## config.mk

```make
export PLATFORM = sky130hd
export DESIGN_NAME = memory_unit
export DESIGN_NICKNAME = d
export VERILOG_FILES = /design/src/cpu_pkg.sv /design/src/memory_unit.sv /design/src/memory_controller.sv /design/src/memory_pipeline_unit.sv /design/src/instr_issue.sv
export SDC_FILE = /design/constraint.sdc
export NUM_CORES = 1
export LEC_CHECK = 0
export BUFFER_PORTS_ARGS = -buffer_cell sky130_fd_sc_hd__buf_2
export CAP_MARGIN = 20
export CORE_MARGIN = 2
export CORE_UTILIZATION = 47
export DETAILED_ROUTE_END_ITERATION = 6
export GPL_TIMING_DRIVEN = 1
export PLACE_DENSITY_LB_ADDON = 0.15
export SLEW_MARGIN = 0
export SYNTH_ARGS = -nofsm -noshare
export SYNTH_HDL_FRONTEND = slang
export SYNTH_SLANG_ARGS = --single-unit
export TNS_END_PERCENT = 20
```

## constraint.sdc

```tcl
create_clock -name clk -period 3.25 [get_ports clk]
set_clock_uncertainty 0.2 [all_clocks]
set_input_delay 0.65 -clock clk [delete_from_list [all_inputs] [get_ports clk]]
set_output_delay 0.65 -clock clk [all_outputs]
set_load 0.05 [all_outputs]
```

## src/cpu_pkg.sv

```systemverilog
package cpu_pkg;

    // instruction word layout
    localparam int INSTR_COND_LSB = 28;
    localparam int INSTR_OPC_LSB  = 21;
    localparam int INSTR_S_BIT    = 20;
    localparam int INSTR_RD_LSB   = 12;
    localparam int INSTR_IMM_LSB  = 0;

    // sub-fields inside imm12
    localparam int IMM_SHIFT_LSB = 5;
    localparam int IMM_P_BIT     = 11;
    localparam int IMM_U_BIT     = 10;
    localparam int IMM_W_BIT     = 9;

    // condition codes
    localparam logic [3:0] COND_EQ = 4'b0000;
    localparam logic [3:0] COND_NE = 4'b0001;
    localparam logic [3:0] COND_CS = 4'b0010;
    localparam logic [3:0] COND_CC = 4'b0011;
    localparam logic [3:0] COND_MI = 4'b0100;
    localparam logic [3:0] COND_PL = 4'b0101;
    localparam logic [3:0] COND_VS = 4'b0110;
    localparam logic [3:0] COND_VC = 4'b0111;
    localparam logic [3:0] COND_HI = 4'b1000;
    localparam logic [3:0] COND_LS = 4'b1001;
    localparam logic [3:0] COND_GE = 4'b1010;
    localparam logic [3:0] COND_LT = 4'b1011;
    localparam logic [3:0] COND_GT = 4'b1100;
    localparam logic [3:0] COND_LE = 4'b1101;
    localparam logic [3:0] COND_AL = 4'b1110;
    localparam logic [3:0] COND_NV = 4'b1111;

    // a bubble is cond NV with every other field zero
    localparam logic [31:0] BUBBLE_INSTR = {COND_NV, 28'd0};

    typedef enum logic [2:0] {
        ALU_ADD = 3'b000,
        ALU_SUB = 3'b001,
        ALU_AND = 3'b010,
        ALU_ORR = 3'b011,
        ALU_XOR = 3'b111
    } alu_op_e;

    typedef enum logic [1:0] {
        CLS_NONE   = 2'b00,
        CLS_DATA   = 2'b01,
        CLS_MEM    = 2'b10,
        CLS_BRANCH = 2'b11
    } op_class_e;

    // compare, no register write
    localparam logic [3:0] OPC_CMP = 4'b1010;

    // status word flag positions
    localparam int FLAG_N = 31;
    localparam int FLAG_Z = 30;
    localparam int FLAG_C = 29;
    localparam int FLAG_V = 28;

endpackage : cpu_pkg
```

## src/memory_unit.sv

```systemverilog
module memory_unit (
    input  logic              clk,
    input  logic              rst_n,
    input  logic [31:0]       instr_in,
    input  logic              instr_valid,
    input  logic              sel_stall,
    input  logic [31:0]       status_reg,
    // decoded fields
    output logic [3:0]        cond,
    output logic [6:0]        opcode,
    output logic              en_status,
    output logic [3:0]        rd,
    output logic [1:0]        shift_op,
    output logic [11:0]       imm12,
    output logic [31:0]       imm_branch,
    output logic [31:0]       instr_output,
    // datapath controls
    output logic [1:0]        sel_pc,
    output logic              load_pc,
    output logic              sel_branch_imm,
    output logic              sel_A,
    output logic              sel_B,
    output cpu_pkg::alu_op_e  alu_op,
    output logic              sel_pre_indexed,
    output logic              en_status_out,
    output logic              sel_load_lr,
    output logic              w_en1,
    output logic              mem_w_en,
    output logic              branch_ref_global
);

    logic [31:0] issue_instr;
    logic        issue_valid;
    logic        issue_tag;
    logic        p_bit;
    logic        u_bit;
    logic        w_bit;

    instr_issue u_issue (
        .clk         (clk),
        .rst_n       (rst_n),
        .instr_in    (instr_in),
        .instr_valid (instr_valid),
        .sel_stall   (sel_stall),
        .branch_ref  (branch_ref_global),
        .issue_instr (issue_instr),
        .issue_valid (issue_valid),
        .issue_tag   (issue_tag)
    );

    memory_pipeline_unit u_stage (
        .clk          (clk),
        .rst_n        (rst_n),
        .issue_instr  (issue_instr),
        .issue_valid  (issue_valid),
        .issue_tag    (issue_tag),
        .branch_ref   (branch_ref_global),
        .sel_stall    (sel_stall),
        .cond         (cond),
        .opcode       (opcode),
        .en_status    (en_status),
        .rd           (rd),
        .shift_op     (shift_op),
        .imm12        (imm12),
        .imm_branch   (imm_branch),
        .P            (p_bit),
        .U            (u_bit),
        .W            (w_bit),
        .instr_output (instr_output)
    );

    memory_controller u_ctrl (
        .clk               (clk),
        .rst_n             (rst_n),
        .cond              (cond),
        .opcode            (opcode),
        .en_status         (en_status),
        .P                 (p_bit),
        .U                 (u_bit),
        .W                 (w_bit),
        .status_reg        (status_reg),
        .sel_stall         (sel_stall),
        .sel_pc            (sel_pc),
        .load_pc           (load_pc),
        .sel_branch_imm    (sel_branch_imm),
        .sel_A             (sel_A),
        .sel_B             (sel_B),
        .alu_op            (alu_op),
        .sel_pre_indexed   (sel_pre_indexed),
        .en_status_out     (en_status_out),
        .sel_load_lr       (sel_load_lr),
        .w_en1             (w_en1),
        .mem_w_en          (mem_w_en),
        .branch_ref_global (branch_ref_global)
    );

endmodule : memory_unit

```

## src/memory_controller.sv

```systemverilog
module memory_controller (
    input  logic              clk,
    input  logic              rst_n,
    input  logic [3:0]        cond,
    input  logic [6:0]        opcode,
    input  logic              en_status,
    input  logic              P,
    input  logic              U,
    input  logic              W,
    input  logic [31:0]       status_reg,
    input  logic              sel_stall,
    output logic [1:0]        sel_pc,
    output logic              load_pc,
    output logic              sel_branch_imm,
    output logic              sel_A,
    output logic              sel_B,
    output cpu_pkg::alu_op_e  alu_op,
    output logic              sel_pre_indexed,
    output logic              en_status_out,
    output logic              sel_load_lr,
    output logic              w_en1,
    output logic              mem_w_en,
    output logic              branch_ref_global
);
    import cpu_pkg::*;

    op_class_e op_class;
    logic      flag_n;
    logic      flag_z;
    logic      flag_c;
    logic      flag_v;
    logic      cond_pass;
    logic      branch_taken;

    assign flag_n = status_reg[FLAG_N];
    assign flag_z = status_reg[FLAG_Z];
    assign flag_c = status_reg[FLAG_C];
    assign flag_v = status_reg[FLAG_V];

    // class from opcode, bubbles fall to none
    always_comb begin
        if (cond == COND_NV) begin
            op_class = CLS_NONE;
        end else if (!opcode[6] && opcode[5:4] != 2'b10) begin
            op_class = CLS_DATA;
        end else if (opcode[6:5] == 2'b11 || opcode[6:3] == 4'b1000) begin
            op_class = CLS_MEM;
        end else if (opcode[6:3] == 4'b1001) begin
            op_class = CLS_BRANCH;
        end else begin
            op_class = CLS_NONE;
        end
    end

    always_comb begin
        case (cond)
            COND_EQ: cond_pass = flag_z;
            COND_NE: cond_pass = !flag_z;
            COND_CS: cond_pass = flag_c;
            COND_CC: cond_pass = !flag_c;
            COND_MI: cond_pass = flag_n;
            COND_PL: cond_pass = !flag_n;
            COND_VS: cond_pass = flag_v;
            COND_VC: cond_pass = !flag_v;
            COND_HI: cond_pass = flag_c && !flag_z;
            COND_LS: cond_pass = !flag_c || flag_z;
            COND_GE: cond_pass = (flag_n == flag_v);
            COND_LT: cond_pass = (flag_n != flag_v);
            COND_GT: cond_pass = !flag_z && (flag_n == flag_v);
            COND_LE: cond_pass = flag_z || (flag_n != flag_v);
            COND_AL: cond_pass = 1'b1;
            default: cond_pass = 1'b0;
        endcase
    end

    assign branch_taken = (op_class == CLS_BRANCH) && cond_pass;

    always_comb begin
        sel_pc          = 2'b00;
        load_pc         = 1'b0;
        sel_branch_imm  = 1'b0;
        sel_A           = 1'b0;
        sel_B           = 1'b0;
        alu_op          = ALU_ADD;
        sel_pre_indexed = 1'b0;
        en_status_out   = 1'b0;
        sel_load_lr     = 1'b0;
        w_en1           = 1'b0;
        mem_w_en        = 1'b0;
        case (op_class)
            CLS_DATA: begin
                load_pc       = 1'b1;
                sel_A         = !opcode[3];
                sel_B         = !opcode[4];
                en_status_out = en_status;
                w_en1         = (opcode[3:0] != OPC_CMP);
                case (opcode[2:0])
                    3'b001:  alu_op = ALU_SUB;
                    3'b010:  alu_op = ALU_SUB;
                    3'b011:  alu_op = ALU_AND;
                    3'b100:  alu_op = ALU_ORR;
                    3'b101:  alu_op = ALU_XOR;
                    default: alu_op = ALU_ADD;
                endcase
            end
            CLS_MEM: begin
                load_pc         = 1'b1;
                // base always from rn
                sel_B           = !opcode[3];
                sel_pre_indexed = !P;
                alu_op          = U ? ALU_ADD : ALU_SUB;
                en_status_out   = en_status;
                w_en1           = P && W;
                mem_w_en        = opcode[4];
            end
            CLS_BRANCH: begin
                load_pc        = 1'b1;
                sel_pc         = branch_taken ? 2'b11 : 2'b00;
                // bit 1 set means target from register
                sel_A          = opcode[1];
                sel_B          = !opcode[1];
                sel_branch_imm = !opcode[1];
                // link write
                w_en1          = opcode[2];
            end
            default: begin
            end
        endcase
    end

    // flips once per taken branch, held while stalled
    always_ff @(posedge clk or negedge rst_n) begin
        if (!rst_n) begin
            branch_ref_global <= 1'b0;
        end else if (!sel_stall && branch_taken) begin
            branch_ref_global <= !branch_ref_global;
        end
    end

endmodule : memory_controller

```

## src/memory_pipeline_unit.sv

```systemverilog
module memory_pipeline_unit (
    input  logic        clk,
    input  logic        rst_n,
    input  logic [31:0] issue_instr,
    input  logic        issue_valid,
    input  logic        issue_tag,
    input  logic        branch_ref,
    input  logic        sel_stall,
    output logic [3:0]  cond,
    output logic [6:0]  opcode,
    output logic        en_status,
    output logic [3:0]  rd,
    output logic [1:0]  shift_op,
    output logic [11:0] imm12,
    output logic [31:0] imm_branch,
    output logic        P,
    output logic        U,
    output logic        W,
    output logic [31:0] instr_output
);
    import cpu_pkg::*;

    logic [31:0] stage_instr;
    logic        stage_tag;
    logic        drop_in;
    logic [31:0] held_word;

    // invalid or already stale on the way in
    assign drop_in = !issue_valid || (issue_tag != branch_ref);

    always_ff @(posedge clk or negedge rst_n) begin
        if (!rst_n) begin
            stage_instr <= BUBBLE_INSTR;
            stage_tag   <= 1'b0;
        end else if (!sel_stall) begin
            stage_instr <= drop_in ? BUBBLE_INSTR : issue_instr;
            stage_tag   <= issue_tag;
        end
    end

    // entry held while a branch toggled the reference goes stale here
    assign held_word = (stage_tag == branch_ref) ? stage_instr : BUBBLE_INSTR;

    assign instr_output = held_word;

    // field split
    assign cond      = held_word[INSTR_COND_LSB +: 4];
    assign opcode    = held_word[INSTR_OPC_LSB +: 7];
    assign en_status = held_word[INSTR_S_BIT];
    assign rd        = held_word[INSTR_RD_LSB +: 4];
    assign imm12     = held_word[INSTR_IMM_LSB +: 12];
    assign shift_op  = imm12[IMM_SHIFT_LSB +: 2];

    // addressing mode bits, memory ops only
    assign P = imm12[IMM_P_BIT];
    assign U = imm12[IMM_U_BIT];
    assign W = imm12[IMM_W_BIT];

    // word offset, sign extended
    assign imm_branch = {{18{imm12[11]}}, imm12, 2'b00};

endmodule : memory_pipeline_unit

```

## src/instr_issue.sv

```systemverilog
module instr_issue (
    input  logic        clk,
    input  logic        rst_n,
    input  logic [31:0] instr_in,
    input  logic        instr_valid,
    input  logic        sel_stall,
    input  logic        branch_ref,
    output logic [31:0] issue_instr,
    output logic        issue_valid,
    output logic        issue_tag
);
    import cpu_pkg::*;

    // no strobe this cycle, hold a bubble
    logic [31:0] next_instr;

    assign next_instr = instr_valid ? instr_in : BUBBLE_INSTR;

    always_ff @(posedge clk or negedge rst_n) begin
        if (!rst_n) begin
            issue_instr <= BUBBLE_INSTR;
            issue_valid <= 1'b0;
            issue_tag   <= 1'b0;
        end else if (!sel_stall) begin
            issue_instr <= next_instr;
            issue_valid <= instr_valid;
            // tag with the reference seen at capture
            issue_tag   <= branch_ref;
        end
    end

endmodule : instr_issue

```

# Word-level counts from Yosys, hierarchy flattened
# Cells that the tools add are included.
[word_totals]
wordCells = 85
out_inout_bits = 109
in_bits = 68
register_bits = 68
[classes]
muxes = 21
n_reduce_logical = 26
eq_ne = 32
[ops]
columns = ["op", "n"]
rows = [
  ["2-to-1 mux 32 bit", 3],
  ["equality test 4 bit (second input constant)", 10],
  ["equality test 4 x 3 -> 1 bit (second input constant)", 4],
  ["one-hot mux 1 bit (15 select lines)", 1],
  ["zero test 1 bit", 12],
  ["2-to-1 mux 2 bit", 6],
  ["one-hot mux 3 bit (4 select lines)", 1],
  ["equality test 4 x 2 -> 1 bit (second input constant)", 2],
  ["equality test 2 bit (second input constant)", 3],
  ["equality test 3 x 2 -> 1 bit (second input constant)", 2],
  ["equality test 3 bit (second input constant)", 2],
  ["logical AND 1 bit", 6],
  ["2-to-1 mux 1 bit", 6],
  ["one-hot mux 1 bit (3 select lines)", 2],
  ["one-hot mux 3 bit (2 select lines)", 1],
  ["equality test 4 x 1 -> 1 bit (second input constant)", 1],
  ["zero test 4 bit", 1],
  ["logical OR 1 bit", 4],
  ["inequality test 4 bit (second input constant)", 1],
  ["OR reduction 2 bit", 2],
  ["equality test 3 x 1 -> 1 bit (second input constant)", 1],
  ["OR reduction 3 bit", 1],
  ["equality test 1 bit", 2],
  ["equality test 2 x 1 -> 1 bit (second input constant)", 1],
  ["3 further kinds", 4],
]

# Longest topological paths before layout
# Gate-level depths: netlist of the first run.
[logic_depth]
ltp_word = 11
mapped_depth = 10
depth_no_buf = 9

# Modules after synthesis
# Synthesis of the first run repeated with hierarchy kept, for this count alone.
[unflattened]
hier_cells = 433
area_unflattened_um2 = 4146.5
[modules_own_cells]
columns = ["module", "n_inst", "cells_per_inst", "area_per_inst_um2", "seq_area_each_um2"]
rows = [
  ["memory_pipeline_unit", 1, 218, 2157.1, 830.8],
  ["instr_issue", 1, 143, 1507.7, 855.8],
  ["memory_controller", 1, 72, 481.7, 25.0],
]

# Least setup slack after synthesis of the first run
# OpenSTA, ideal clock, no wires.
[synth_path]
path_type = "reg-to-output"
from = "register u_ctrl.branch_ref_global"
to = "output sel_B"
path_stages_with_launch = 10
t_arrival_ns = 3.381
t_required_ns = 2.400
n_path_buf = 2
path_slack_ns = -0.981
path_cell_list = "dfrtp_1 -> buf_4 -> xnor2_4 -> clkbuf_1 -> nand4_1 -> inv_1 -> ha_1 -> nor2b_1 -> a221oi_1 -> nor2_1"
[synth_via]
elab_chain_len = 9
elab_cells_between_ends = 21
cone_classes = "eq/ne: 9; mux: 6; reduce/logical: 6"
[synth_rtl]
columns = ["item", "line_no", "source"]
rows = [
  ["start, declared", "memory_controller.sv:23", "output logic branch_ref_global"],
  ["start signal, assigned", "memory_controller.sv:136", "branch_ref_global <= !branch_ref_global;"],
  ["equality test 1 bit *", "memory_pipeline_unit.sv:42", "assign held_word = (stage_tag == branch_ref) ? stage_instr : BUBBLE_INSTR;"],
  ["2-to-1 mux 32 bit *", "memory_pipeline_unit.sv:42", ""],
  ["equality test 4 bit (tied with other cells)", "memory_controller.sv:48", "end else if (opcode[6:3] == 4'b1001) begin"],
  ["2-to-1 mux 2 bit or logical OR 1 bit (tied branches)", "memory_controller.sv:48, memory_controller.sv:46", ""],
  ["2-to-1 mux 2 bit", "memory_controller.sv:46", "end else if (opcode[6:5] == 2'b11 || opcode[6:3] == 4'b1000) begin"],
  ["2-to-1 mux 2 bit", "memory_controller.sv:44", "end else if (!opcode[6] && opcode[5:4] != 2'b10) begin"],
  ["2-to-1 mux 2 bit", "memory_controller.sv:42", "if (cond == COND_NV) begin"],
  ["equality test 2 bit or equality test 2 x 1 -> 1 bit (tied branches)", "memory_controller.sv:90", "case (op_class)"],
  ["one-hot mux 1 bit (3 select lines) *", "memory_controller.sv:90", ""],
  ["end, declared", "memory_unit.sv:22", "output logic sel_B,"],
]
# Mark *: on every way between the ends. The rest lies on a longest branch, timed or not.

# Worst setup path after layout of the first run
[layout_path]
from = "register u_ctrl.branch_ref_global"
to = "output w_en1"
[layout_via]
elab_chain_len = 9
elab_cells_between_ends = 20
cone_classes = "eq/ne: 10; mux: 6; reduce/logical: 4"
[layout_rtl]
columns = ["item", "line_no", "source"]
rows = [
  ["equality test 1 bit *", "memory_pipeline_unit.sv:42", ""],
  ["2-to-1 mux 32 bit *", "memory_pipeline_unit.sv:42", ""],
  ["equality test 4 bit (tied with other cells)", "memory_controller.sv:48", ""],
  ["2-to-1 mux 2 bit or logical OR 1 bit (tied branches)", "memory_controller.sv:48, memory_controller.sv:46", ""],
  ["2-to-1 mux 2 bit", "memory_controller.sv:46", ""],
  ["2-to-1 mux 2 bit", "memory_controller.sv:44", ""],
  ["2-to-1 mux 2 bit", "memory_controller.sv:42", ""],
  ["equality test 2 bit or equality test 2 x 1 -> 1 bit (tied branches)", "memory_controller.sv:90", ""],
  ["one-hot mux 1 bit (3 select lines) *", "memory_controller.sv:90", ""],
  ["end, declared", "memory_unit.sv:27", "output logic w_en1,"],
]
# Marks and branches as above.

==> flow_summary.ini, run 1 <==
[worst_setup_path]
max_stage_delay_ps = 490
critPathMaxFanout = 8
regToRegSetupSlack_ps = 1040
ff2ff_path_depth = 8
cp_data_required_time_ps = 2400
critPathSlowestCell = dfrtp_2
arrival_ps = 2290
crit_path_end_kind = output port
crit_buf_inv = 2
worstSetupPathType = flop to output port
start_kind = flop
path_cells = xnor2_4, nand4_1, buf_4, ha_1, a32o_1, a22oi_2, nor2_2, buf_2
critPathTopFamily = flip-flops
critical_path_depth = 8

[pwr]
p_per_area_nw_per_um2 = 493
switchingPower_w = 0.000822
p_int_w = 0.00137
p_clk_frac = 0.269
p_seq_frac = 0.431
switching_share = 0.374
combPwrFrac = 0.300
power.leakage_nw = 2.40
peakVddDrop_mv = 0.337

[place]
preCtsSetupSlack_ps = 139
place_hpwl_mm = 5.57
port_buffers = 145
place.gp.congestion = 0.782

[yosys]
yosysSeqAreaShare = 0.449
synth_ff_type = dfrtp_1
synth_mux_area_frac = 0.00854
synthAdderAreaFrac = 0.0164
synth-xor-area-share = 0.0141
synth-simple-area-share = 0.183
syn_area_um2 = 3810
synth-async-reset-ratio = 1.00
syn_inst = 410
synth-edff-count = 0
syn_area_per_cell_um2 = 9.29
synth_top_family_by_area = simple AND/OR/NAND/NOR gates
ys_ff_latch = 68
synth-compound-area-share = 0.156
ys_warn_count = 0
synth.distinct_cells = 42

[floorplan]
die-area_um2 = 8840
die_y_um = 94.0
coreArea_um2 = 7810
core.rowCount = 32
die_w_um = 94.0
initial_core_util = 0.488
io-pin-count = 177

[job]
max-cap-violations = 0

[timing]
hold_viol = 0
layout_setup_ws_ps = 112
min_period_ps = 3140
drv_slew = 0
grt_setup_unrepaired = yes
setup_viol = 0
slew-limit-headroom = 0.571
clock.fmax_ghz = 0.319
min_period_over_period = 0.966
worst_pin_slew_ps = 643

[detailed_routing]
detail_route.vias_per_cell = 4.94
wl_per_cell_um = 13.1
drc_errors = 0
dr.pass1.iters = 4
routed_wirelength_mm = 7.86
drtAntennaViolNets = 0
drt_iter0_markers = 156
num_vias = 2962

[layout]
seqCellArea_um2 = 1710
syn2layout_area_growth_pct = 16.9
layout-drive-gt1-share = 0.410
fillerInstances = 740
multi_input_area_um2 = 1520
nets = 566
diodes = 0
utilization = 0.570

[global_routing]
antenna_found_initial = 0
track_usage = 0.185
grt_pass1_wl_mm = 12.8
grt-ovfl-total = 0
grt_max_degree = 59
grt_pass1_vias = 2602

[outcome]
status = complete, no violations

[clocking]
clk_pin_slew_ps = 70
cts_tree = built
clk_path_buf_depth = 2
postCtsHoldBufs = 0
cts_buffers = 9
ctsRootBufferMaster = clkbuf_8
clkSinkCount = 68
clock_latency_ps = 330
htree_levels = 3

[hold_path]
hp-class = primary input to async pin
-- area by class of cell --
type,count,area share
clock buffers,12,0.0326
clock inverters,4,0.00562
inverters,12,0.0101
multi-input cells,240,0.342
flip-flops and latches,68,0.385
well taps,102,0.0287
repair buffers,162,0.196
-- Yosys cell counts, drive strengths merged, types with 3 or more instances --
master / n / area (um^2)
ha: 5 / 62.6
clkbuf: 16 / 60.1
o21ai: 30 / 150
dfstp: 8 / 210
nand2: 66 / 248
nand2b: 7 / 43.8
nor3: 3 / 15.0
buf: 76 / 549
nand4: 6 / 37.5
inv: 12 / 45.0
nor2b: 9 / 56.3
a22o: 28 / 245
a22oi: 3 / 22.5
and2: 25 / 156
nor2: 9 / 33.8
nor3b: 5 / 37.5
dfrtp: 60 / 1500
a21oi: 11 / 55.1
-- cells by family after synthesis --
logic type                 after synthesis
AOI/OAI and AO/OA                       85
xor gates and xnor gates                 4
adders and majority gates                5
buffers and inverters                  104
DFF                                     68
muxes                                    3
other                                    1
and+or+nand+nor                        140
-- flip-flops by register name (all words and copies together) (netlist names) --
| name | count |
|---|---|
| u_issue.issue_valid | 1 |
| u_ctrl.branch_ref_global | 1 |
| u_issue.issue_instr | 32 |
| u_stage.stage_tag | 1 |
| u_stage.stage_instr | 32 |
| u_issue.issue_tag | 1 |
-- metrics by stage --
stage / hold WS [ps] / instances / instance area (um^2) / TNS, ps / power, W
floorplan: 154 / 412 / 3880 / 0 / 0.00151
global placement: 259 / 576 / 4190 / 0 / 0.00160
detailed placement: 253 / 576 / 4190 / 0 / 0.00161
CTS: 149 / 597 / 4410 / 0 / 0.00221
global route: 167 / 600 / 4450 / -68.6 / 0.00232
finish: 146 / 600 / 4450 / 0 / 0.00220
-- metal layers --
| layer | routed length, um | track usage |
|---|---|---|
| met5 | 0 | 0 |
| met4 | 104 | 0.0616 |
| met3 | 488 | 0.0417 |
| met2 | 3460 | 0.273 |
| met1 | 3810 | 0.270 |
-- power by group through the flow --
stage / Sequential [W] / Clock, W / Combinational [W]
final: 0.000946 / 0.000590 / 0.000659
after global routing: 0.000954 / 0.000654 / 0.000708
after CTS: 0.000947 / 0.000613 / 0.000653
after detailed placement: 0.000964 / 0 / 0.000646
after global placement: 0.000961 / 0 / 0.000642
after floorplan: 0.000947 / 0 / 0.000566
-- path summary, 6_finish.rpt --
check / startpoint / endpoint
max: u_ctrl.branch_ref_global / w_en1
min: rst_n / u_stage.stage_instr[9]
max reg2reg: u_ctrl.branch_ref_global / u_ctrl.branch_ref_global
min reg2reg: u_issue.issue_valid / u_issue.issue_valid
max in group asynchronous: rst_n / u_issue.issue_instr[29]
min in group clk: u_issue.issue_valid / u_issue.issue_valid
-- cells in the final DEF, fill, tap and decap left out, drive strengths merged, types with 3 or more instances in the layout --
cell,count
buf,161
nand2,66
dfrtp,60
o21ai,30
a22o,28
and2,25
clkbuf,13
inv,12
a21oi,11
nor2,9
nor2b,9
dfstp,8
nand2b,7
nand4,6
nor3b,5
ha,5
conb,3
a22oi,3
nor3,3
-- timing repair --
item / in CTS / in global routing
resized for setup: 3 / 5
pin swaps: 2 / 3
setup endpoints to repair: 4 / 6
buffers inserted: 5 / 3
No activity file was read; power rests on OpenSTA's default activity.
==> run 2, diff against run 1 <==
--- a/config.mk
+++ b/config.mk
@@ -8,7 +8,7 @@
 export BUFFER_PORTS_ARGS = -buffer_cell sky130_fd_sc_hd__buf_2
 export CAP_MARGIN = 20
 export CORE_MARGIN = 2
-export CORE_UTILIZATION = 47
+export CORE_UTILIZATION = 25
 export DETAILED_ROUTE_END_ITERATION = 6
 export GPL_TIMING_DRIVEN = 1
 export PLACE_DENSITY_LB_ADDON = 0.15
==> run 2 against run 1 <==
Flip-flop and latch count is the same. Sequential share of layout area fell by 1.7 points. Non-clock buffer count decreased by 2. Combinational power is 0.6% higher. Setup slack got worse by 46 ps. Sequential power is essentially flat. Critical path type unchanged.
==> flow_summary.ini, run 2 (synthesis results as in run 1) <==
[floorplan]
die-area_um2 = 16200
die_w_um = 127
io-pin-count = 177
core.rowCount = 45
coreArea_um2 = 15000
die_y_um = 127
initial_core_util = 0.253

[timing]
clock.fmax_ghz = 0.314
hold_ws_ps = 231
min_period_over_period = 0.980
drv_slew = 0
worst_pin_slew_ps = 865
setup_viol = 0
hold_viol = 0
layout_setup_ws_ps = 66.1
slew-limit-headroom = 0.423
grt_setup_unrepaired = yes
min_period_ps = 3180

[pwr]
p_per_area_nw_per_um2 = 550
power.leakage_nw = 2.44
peakVddDrop_mv = 0.166
switching_share = 0.336
combPwrFrac = 0.258
p_seq_frac = 0.370
switchingPower_w = 0.000861
p_clk_frac = 0.372
p_int_w = 0.00170

[global_routing]
antenna_found_initial = 1
grt_max_degree = 69
grt_pass1_wl_mm = 14.4
track_usage = 0.112
grt-ovfl-total = 0
grt_pass1_vias = 2738

[place]
preCtsSetupSlack_ps = 148
place_hpwl_mm = 6.57
placed_area_um2 = 4290
dp.cells = 662
port_buffers = 145
place.gp.congestion = 0.750

[worst_setup_path]
critPathSlowestCell = dfrtp_2
critical_path_depth = 8
critPathTopFamily = flip-flops
regToRegSetupSlack_ps = 980
critPathMaxFanout = 8
crit_path_end_kind = output port
crit_buf_inv = 2
arrival_ps = 2330
crit_path_start = u_ctrl.branch_ref_global
cp_data_required_time_ps = 2400
worstSetupPathType = flop to output port
path_cells = xnor2_4, nand4_1, buf_4, ha_1, a32o_1, a22oi_2, nor2_2, buf_2
r2r-start = u_ctrl.branch_ref_global
start_kind = flop
max_stage_delay_ps = 490
ff2ff_path_depth = 8

[layout]
layout-drive-gt1-share = 0.409
diodes = 0
syn2layout_area_growth_pct = 22.5
reg.largest.list = u_issue.issue_instr: 32 flops, u_stage.stage_instr: 32 flops
finalInstanceArea_um2 = 4660
layout_common_cells = buf_2, nand2_1, dfrtp_1
final_cells = 682
nets = 564
layout_commonest_cell = buf_2

[detailed_routing]
routed_wirelength_mm = 9.15
num_vias = 2924
drt_iter0_markers = 76
detail_route.vias_per_cell = 4.29
dr.pass1.iters = 4
wl_per_cell_um = 13.4
drc_errors = 0
drtAntennaViolNets = 0

[clocking]
clkSinkCount = 68
clk_pin_slew_ps = 50
cts_buffers = 9
cts_tree = built
clk_path_buf_depth = 2
ctsRootBufferMaster = clkbuf_16
htree_levels = 3
clock_latency_ps = 320

[hold_path]
hp-class = primary input to async pin

[job]
max-cap-violations = 0

[outcome]
status = complete, no violations
-- run 2: cell count changes in the layout (fill, tap and decap cells not counted) --
cell,previous run,this run
buf_2,142,140
clkbuf_8,10,2
buf_12,1,0
clkinv_2,2,1
nor3_2,1,2
clkbuf_4,1,3
buf_4,18,17
clkbuf_16,0,9
clkinvlp_4,2,0
nor3_1,2,1
clkbuf_1,2,1
bufinv_16,0,1
-- run 2: cell type report --
type	instances	area (um^2)
Fill cell	1574	10400
Sequential cell	68	1710
Multi-Input combinational cell	240	1530
Timing Repair Buffer	160	851
Clock buffer	12	256
Tap cell	188	235
Inverter	12	45.0
Clock inverter	2	35.0
-- run 2: through the flow --
stage | utilization | total power, W | setup TNS [ps]
4_1_cts | 0.307 | 0.00260 | -49.4
6_report | 0.310 | 0.00256 | 0
2_1_floorplan | - | 0.00151 | 0
5_1_grt | 0.310 | 0.00269 | -105
3_5_place_dp | 0.285 | 0.00162 | 0
3_3_place_gp | 0.285 | 0.00161 | 0
-- run 2: final timing paths --
path                                       endpoint
min in group clk            u_issue.issue_instr[17]
min reg2reg                 u_issue.issue_instr[17]
max                                           w_en1
max in group asynchronous  u_ctrl.branch_ref_global
max reg2reg                u_ctrl.branch_ref_global
min                          u_stage.stage_instr[7]
-- run 2: repair_timing --
action | CTS | global route
buffers inserted | 2 | 4
gates resized for setup | 2 | 9
pin swaps | 2 | 2
endpoints found under the setup margin | 4 | 6
hold buffers | 0 | 0
-- run 2: worst register-to-register path, cell delays in order (launching register included) --
cell,delay (ps)
dfrtp_2,490
xnor2_4,260
nand4_1,180
inv_1,140
ha_2,250
nand4_1,130
a311o_1,340
o211a_1,130
o211ai_2,70
-- run 2: power by group through the flow --
stage                     combinational (W)  sequential (W)  clock (W)
final                              0.000663        0.000948   0.000954
after CTS                          0.000659        0.000950   0.000988
after detailed placement           0.000654        0.000964          0
after floorplan                    0.000566        0.000947          0
after global placement             0.000651        0.000963          0
after global routing               0.000711        0.000955    0.00103
-- run 2: layer usage --
metal,vias to the layer above,share of wire,track usage
met4,0,0.016,0.0465
met5,-,0,0
met3,9,0.045,0.0155
li1,1481,-,-
met2,95,0.46,0.171
met1,1339,0.48,0.160
==> run 3, diff against run 2 <==
--- a/config.mk
+++ b/config.mk
@@ -15,5 +15,6 @@
 export SLEW_MARGIN = 0
 export SYNTH_ARGS = -nofsm -noshare
 export SYNTH_HDL_FRONTEND = slang
+export SYNTH_HIERARCHICAL = 1
 export SYNTH_SLANG_ARGS = --single-unit
 export TNS_END_PERCENT = 20
==> run 3 against run 2 <==
The run now ends with setup timing left. Wire length rose by 15%. First-iteration DRC count increased by 51%. Area after synthesis rose by 8.9%. Final cell count is 10% higher. Setup slack worse by 170 ps. Die area is 8.6% higher. Via count is 9.9% higher. Largest cell class is now multi-input combinational cells. Largest power group is now sequential cells. Highest routed layer is now met5.
==> flow_summary.ini, run 3 <==
[global_routing]
grt-ovfl-total = 0
grt_pass1_wl_mm = 17.3
grt_pass1_vias = 3194
grt_max_degree = 60
track_usage = 0.123
antenna_found_initial = 2

[detailed_routing]
drt_iter0_markers = 115
wl_met1_mm = 4.97
wl_per_cell_um = 14.0
drtAntennaViolNets = 0
dr.pass1.iters = 4
routed-wl-met2_mm = 4.58
top_layer = met5
num_vias = 3214
route.met3.wl_um = 759
drc_errors = 0
routed_wirelength_mm = 10.5
detail_route.vias_per_cell = 4.29

[outcome]
status = finished with violations
violations = setup timing

[place]
port_buffers = 145
place.gp.congestion = 0.796
place_hpwl_mm = 7.20

[layout]
utilization = 0.320
layout_common_cells = buf_2, nand2_1, dfrtp_1
layout_commonest_cell = buf_2
layout-drive-gt1-share = 0.493
syn2layout_area_growth_pct = 26.5
reg.largest.list = u_issue/issue_instr: 32 flops, u_stage/stage_instr: 32 flops
nets = 596

[floorplan]
initial_core_util = 0.253
die-area_um2 = 17600
coreArea_um2 = 16400
io-pin-count = 177
die_w_um = 133
core.rowCount = 47
die_y_um = 133

[pwr]
p_seq_frac = 0.381
combPwrFrac = 0.254
p_int_w = 0.00164
p_clk_frac = 0.365
power.leakage_nw = 2.63
p_per_area_nw_per_um2 = 471
peakVddDrop_mv = 0.243
switchingPower_w = 0.000831
switching_share = 0.336

[clocking]
clock_latency_ps = 330
clk_path_buf_depth = 2
cts_buffers = 9
clkSinkCount = 68
ctsRootBufferMaster = clkbuf_16
htree_levels = 3
cts_tree = built
clk_pin_slew_ps = 60

[yosys]
synth-async-reset-ratio = 1.00
ys_warn_count = 6
synth.top_cell.area_share = 0.362
synth_most_common_cell = nand2_1
yosys.area.top_type = dfrtp_1
yosysSeqAreaShare = 0.413
ys_ff_latch = 68
synth_ff_type = dfrtp_1
synth-edff-count = 0
syn_inst = 433
synth.area.top_cells = dfrtp_1, buf_4, a32o_1
synth.distinct_cells = 45
syn_area_um2 = 4150
synth_commonest_cells = nand2_1, buf_4, dfrtp_1, and2_1, a32o_1
syn_area_per_cell_um2 = 9.58

[worst_setup_path]
path_common_cell = buf_6
critPathMaxFanout = 6
cp_data_required_time_ps = 2400
max_stage_delay_ps = 500
path_cells = xnor2_4, buf_6, nand2_4, buf_6, buf_4, nand2_1, o31ai_1, a311o_1, a221oi_4, nor2_4, buf_6
critPathSlowestCell = dfrtp_4
regToRegSetupSlack_ps = 700
crit_buf_inv = 4
arrival_ps = 2510
crit_path_end_kind = output port
critPathTopFamily = compound AO/OA/AOI/OAI gates
start_kind = flop
worstSetupPathType = flop to output port

[timing]
slew-limit-headroom = 0.312
drv_slew = 0
min_period_ps = 3360
clock.fmax_ghz = 0.298
min_period_over_period = 1.03
hold_viol = 0
hold_ws_ps = 169
setup_viol = 6
grt_setup_unrepaired = yes
worst_pin_slew_ps = 1030
layout_setup_ws_ps = -108

[job]
max-cap-violations = 0

[hold_path]
hp-class = primary input to async pin
## run 3: cell families after synthesis
group,Yosys count,share of synthesized area
simple gates,160,0.200
buf+inv,112,0.184
compound gates,77,0.164
flops,68,0.413
xor+xnor,6,0.0145
fa+ha+maj,4,0.0121
mux,4,0.0112
other cells,2,0.00181
## run 3: metal layers
metal  vias up  GRT usage
met2       114      0.188
li1       1579          -
met1      1502      0.164
met4         2     0.0430
met3        17     0.0372
met5         -          0
## run 3: path summary, 6_finish.rpt
| kind | depth (start not counted) | startpoint | endpoint |
|---|---|---|---|
| max in group asynchronous | 2 | rst_n | u_issue/issue_instr[28] |
| max | 11 | u_ctrl/branch_ref_global | sel_pc[1] |
| min in group clk | 2 | u_issue/issue_instr[30] | u_issue/issue_instr[30] |
| min reg2reg | 2 | u_issue/issue_instr[30] | u_issue/issue_instr[30] |
| max reg2reg | 11 | u_ctrl/branch_ref_global | u_ctrl/branch_ref_global |
| min | 1 | rst_n | u_issue/issue_instr[3] |
## run 3: power by group through the flow
stage | clock network [W] | registers (W) | logic [W]
floorplan | 0 | 0.000947 | 0.000491
global placement | 0 | 0.000956 | 0.000590
detailed placement | 0 | 0.000958 | 0.000593
CTS | 0.000933 | 0.000943 | 0.000630
global route | 0.000977 | 0.000951 | 0.000675
finish | 0.000901 | 0.000942 | 0.000628
## run 3: through the flow
step | area [um^2] | power (W) | cells | setup TNS, ps | setup slack [ps]
floorplan | 4270 | 0.00144 | 434 | -1830 | -337
global placement | 4720 | 0.00155 | 722 | 0 | 35.9
detailed placement | 4720 | 0.00155 | 722 | 0 | 8.97
CTS | 5190 | 0.00251 | 746 | -612 | -146
global route | 5240 | 0.00260 | 749 | -1460 | -256
finish | 5250 | 0.00247 | 750 | -440 | -108
## run 3: cell type report
class                   count  area [um^2]
clock buffers              12          246
diodes                      1         2.50
well taps                 220          275
fillers                  1732        11200
repair buffers            175         1040
clock inverters             4         25.0
multi-input cells         254         1890
inverters                  16         60.1
flip-flops and latches     68         1720
## run 3: worst register-to-register path, stage by stage, from the launching register on
cell	delay, ps
dfrtp_4	500
xnor2_4	170
buf_6	160
nand2_4	50
buf_6	120
buf_4	130
nand2_1	60
o31ai_1	70
a311o_1	320
a221oi_4	350
nor3_1	110
xor2_1	180
## run 3: repair_timing
item	in CTS	in global routing
pin swaps	17	8
hold buffers	0	0
endpoints found under the setup margin	12	12
gates resized for setup	34	10
setup buffers	8	3
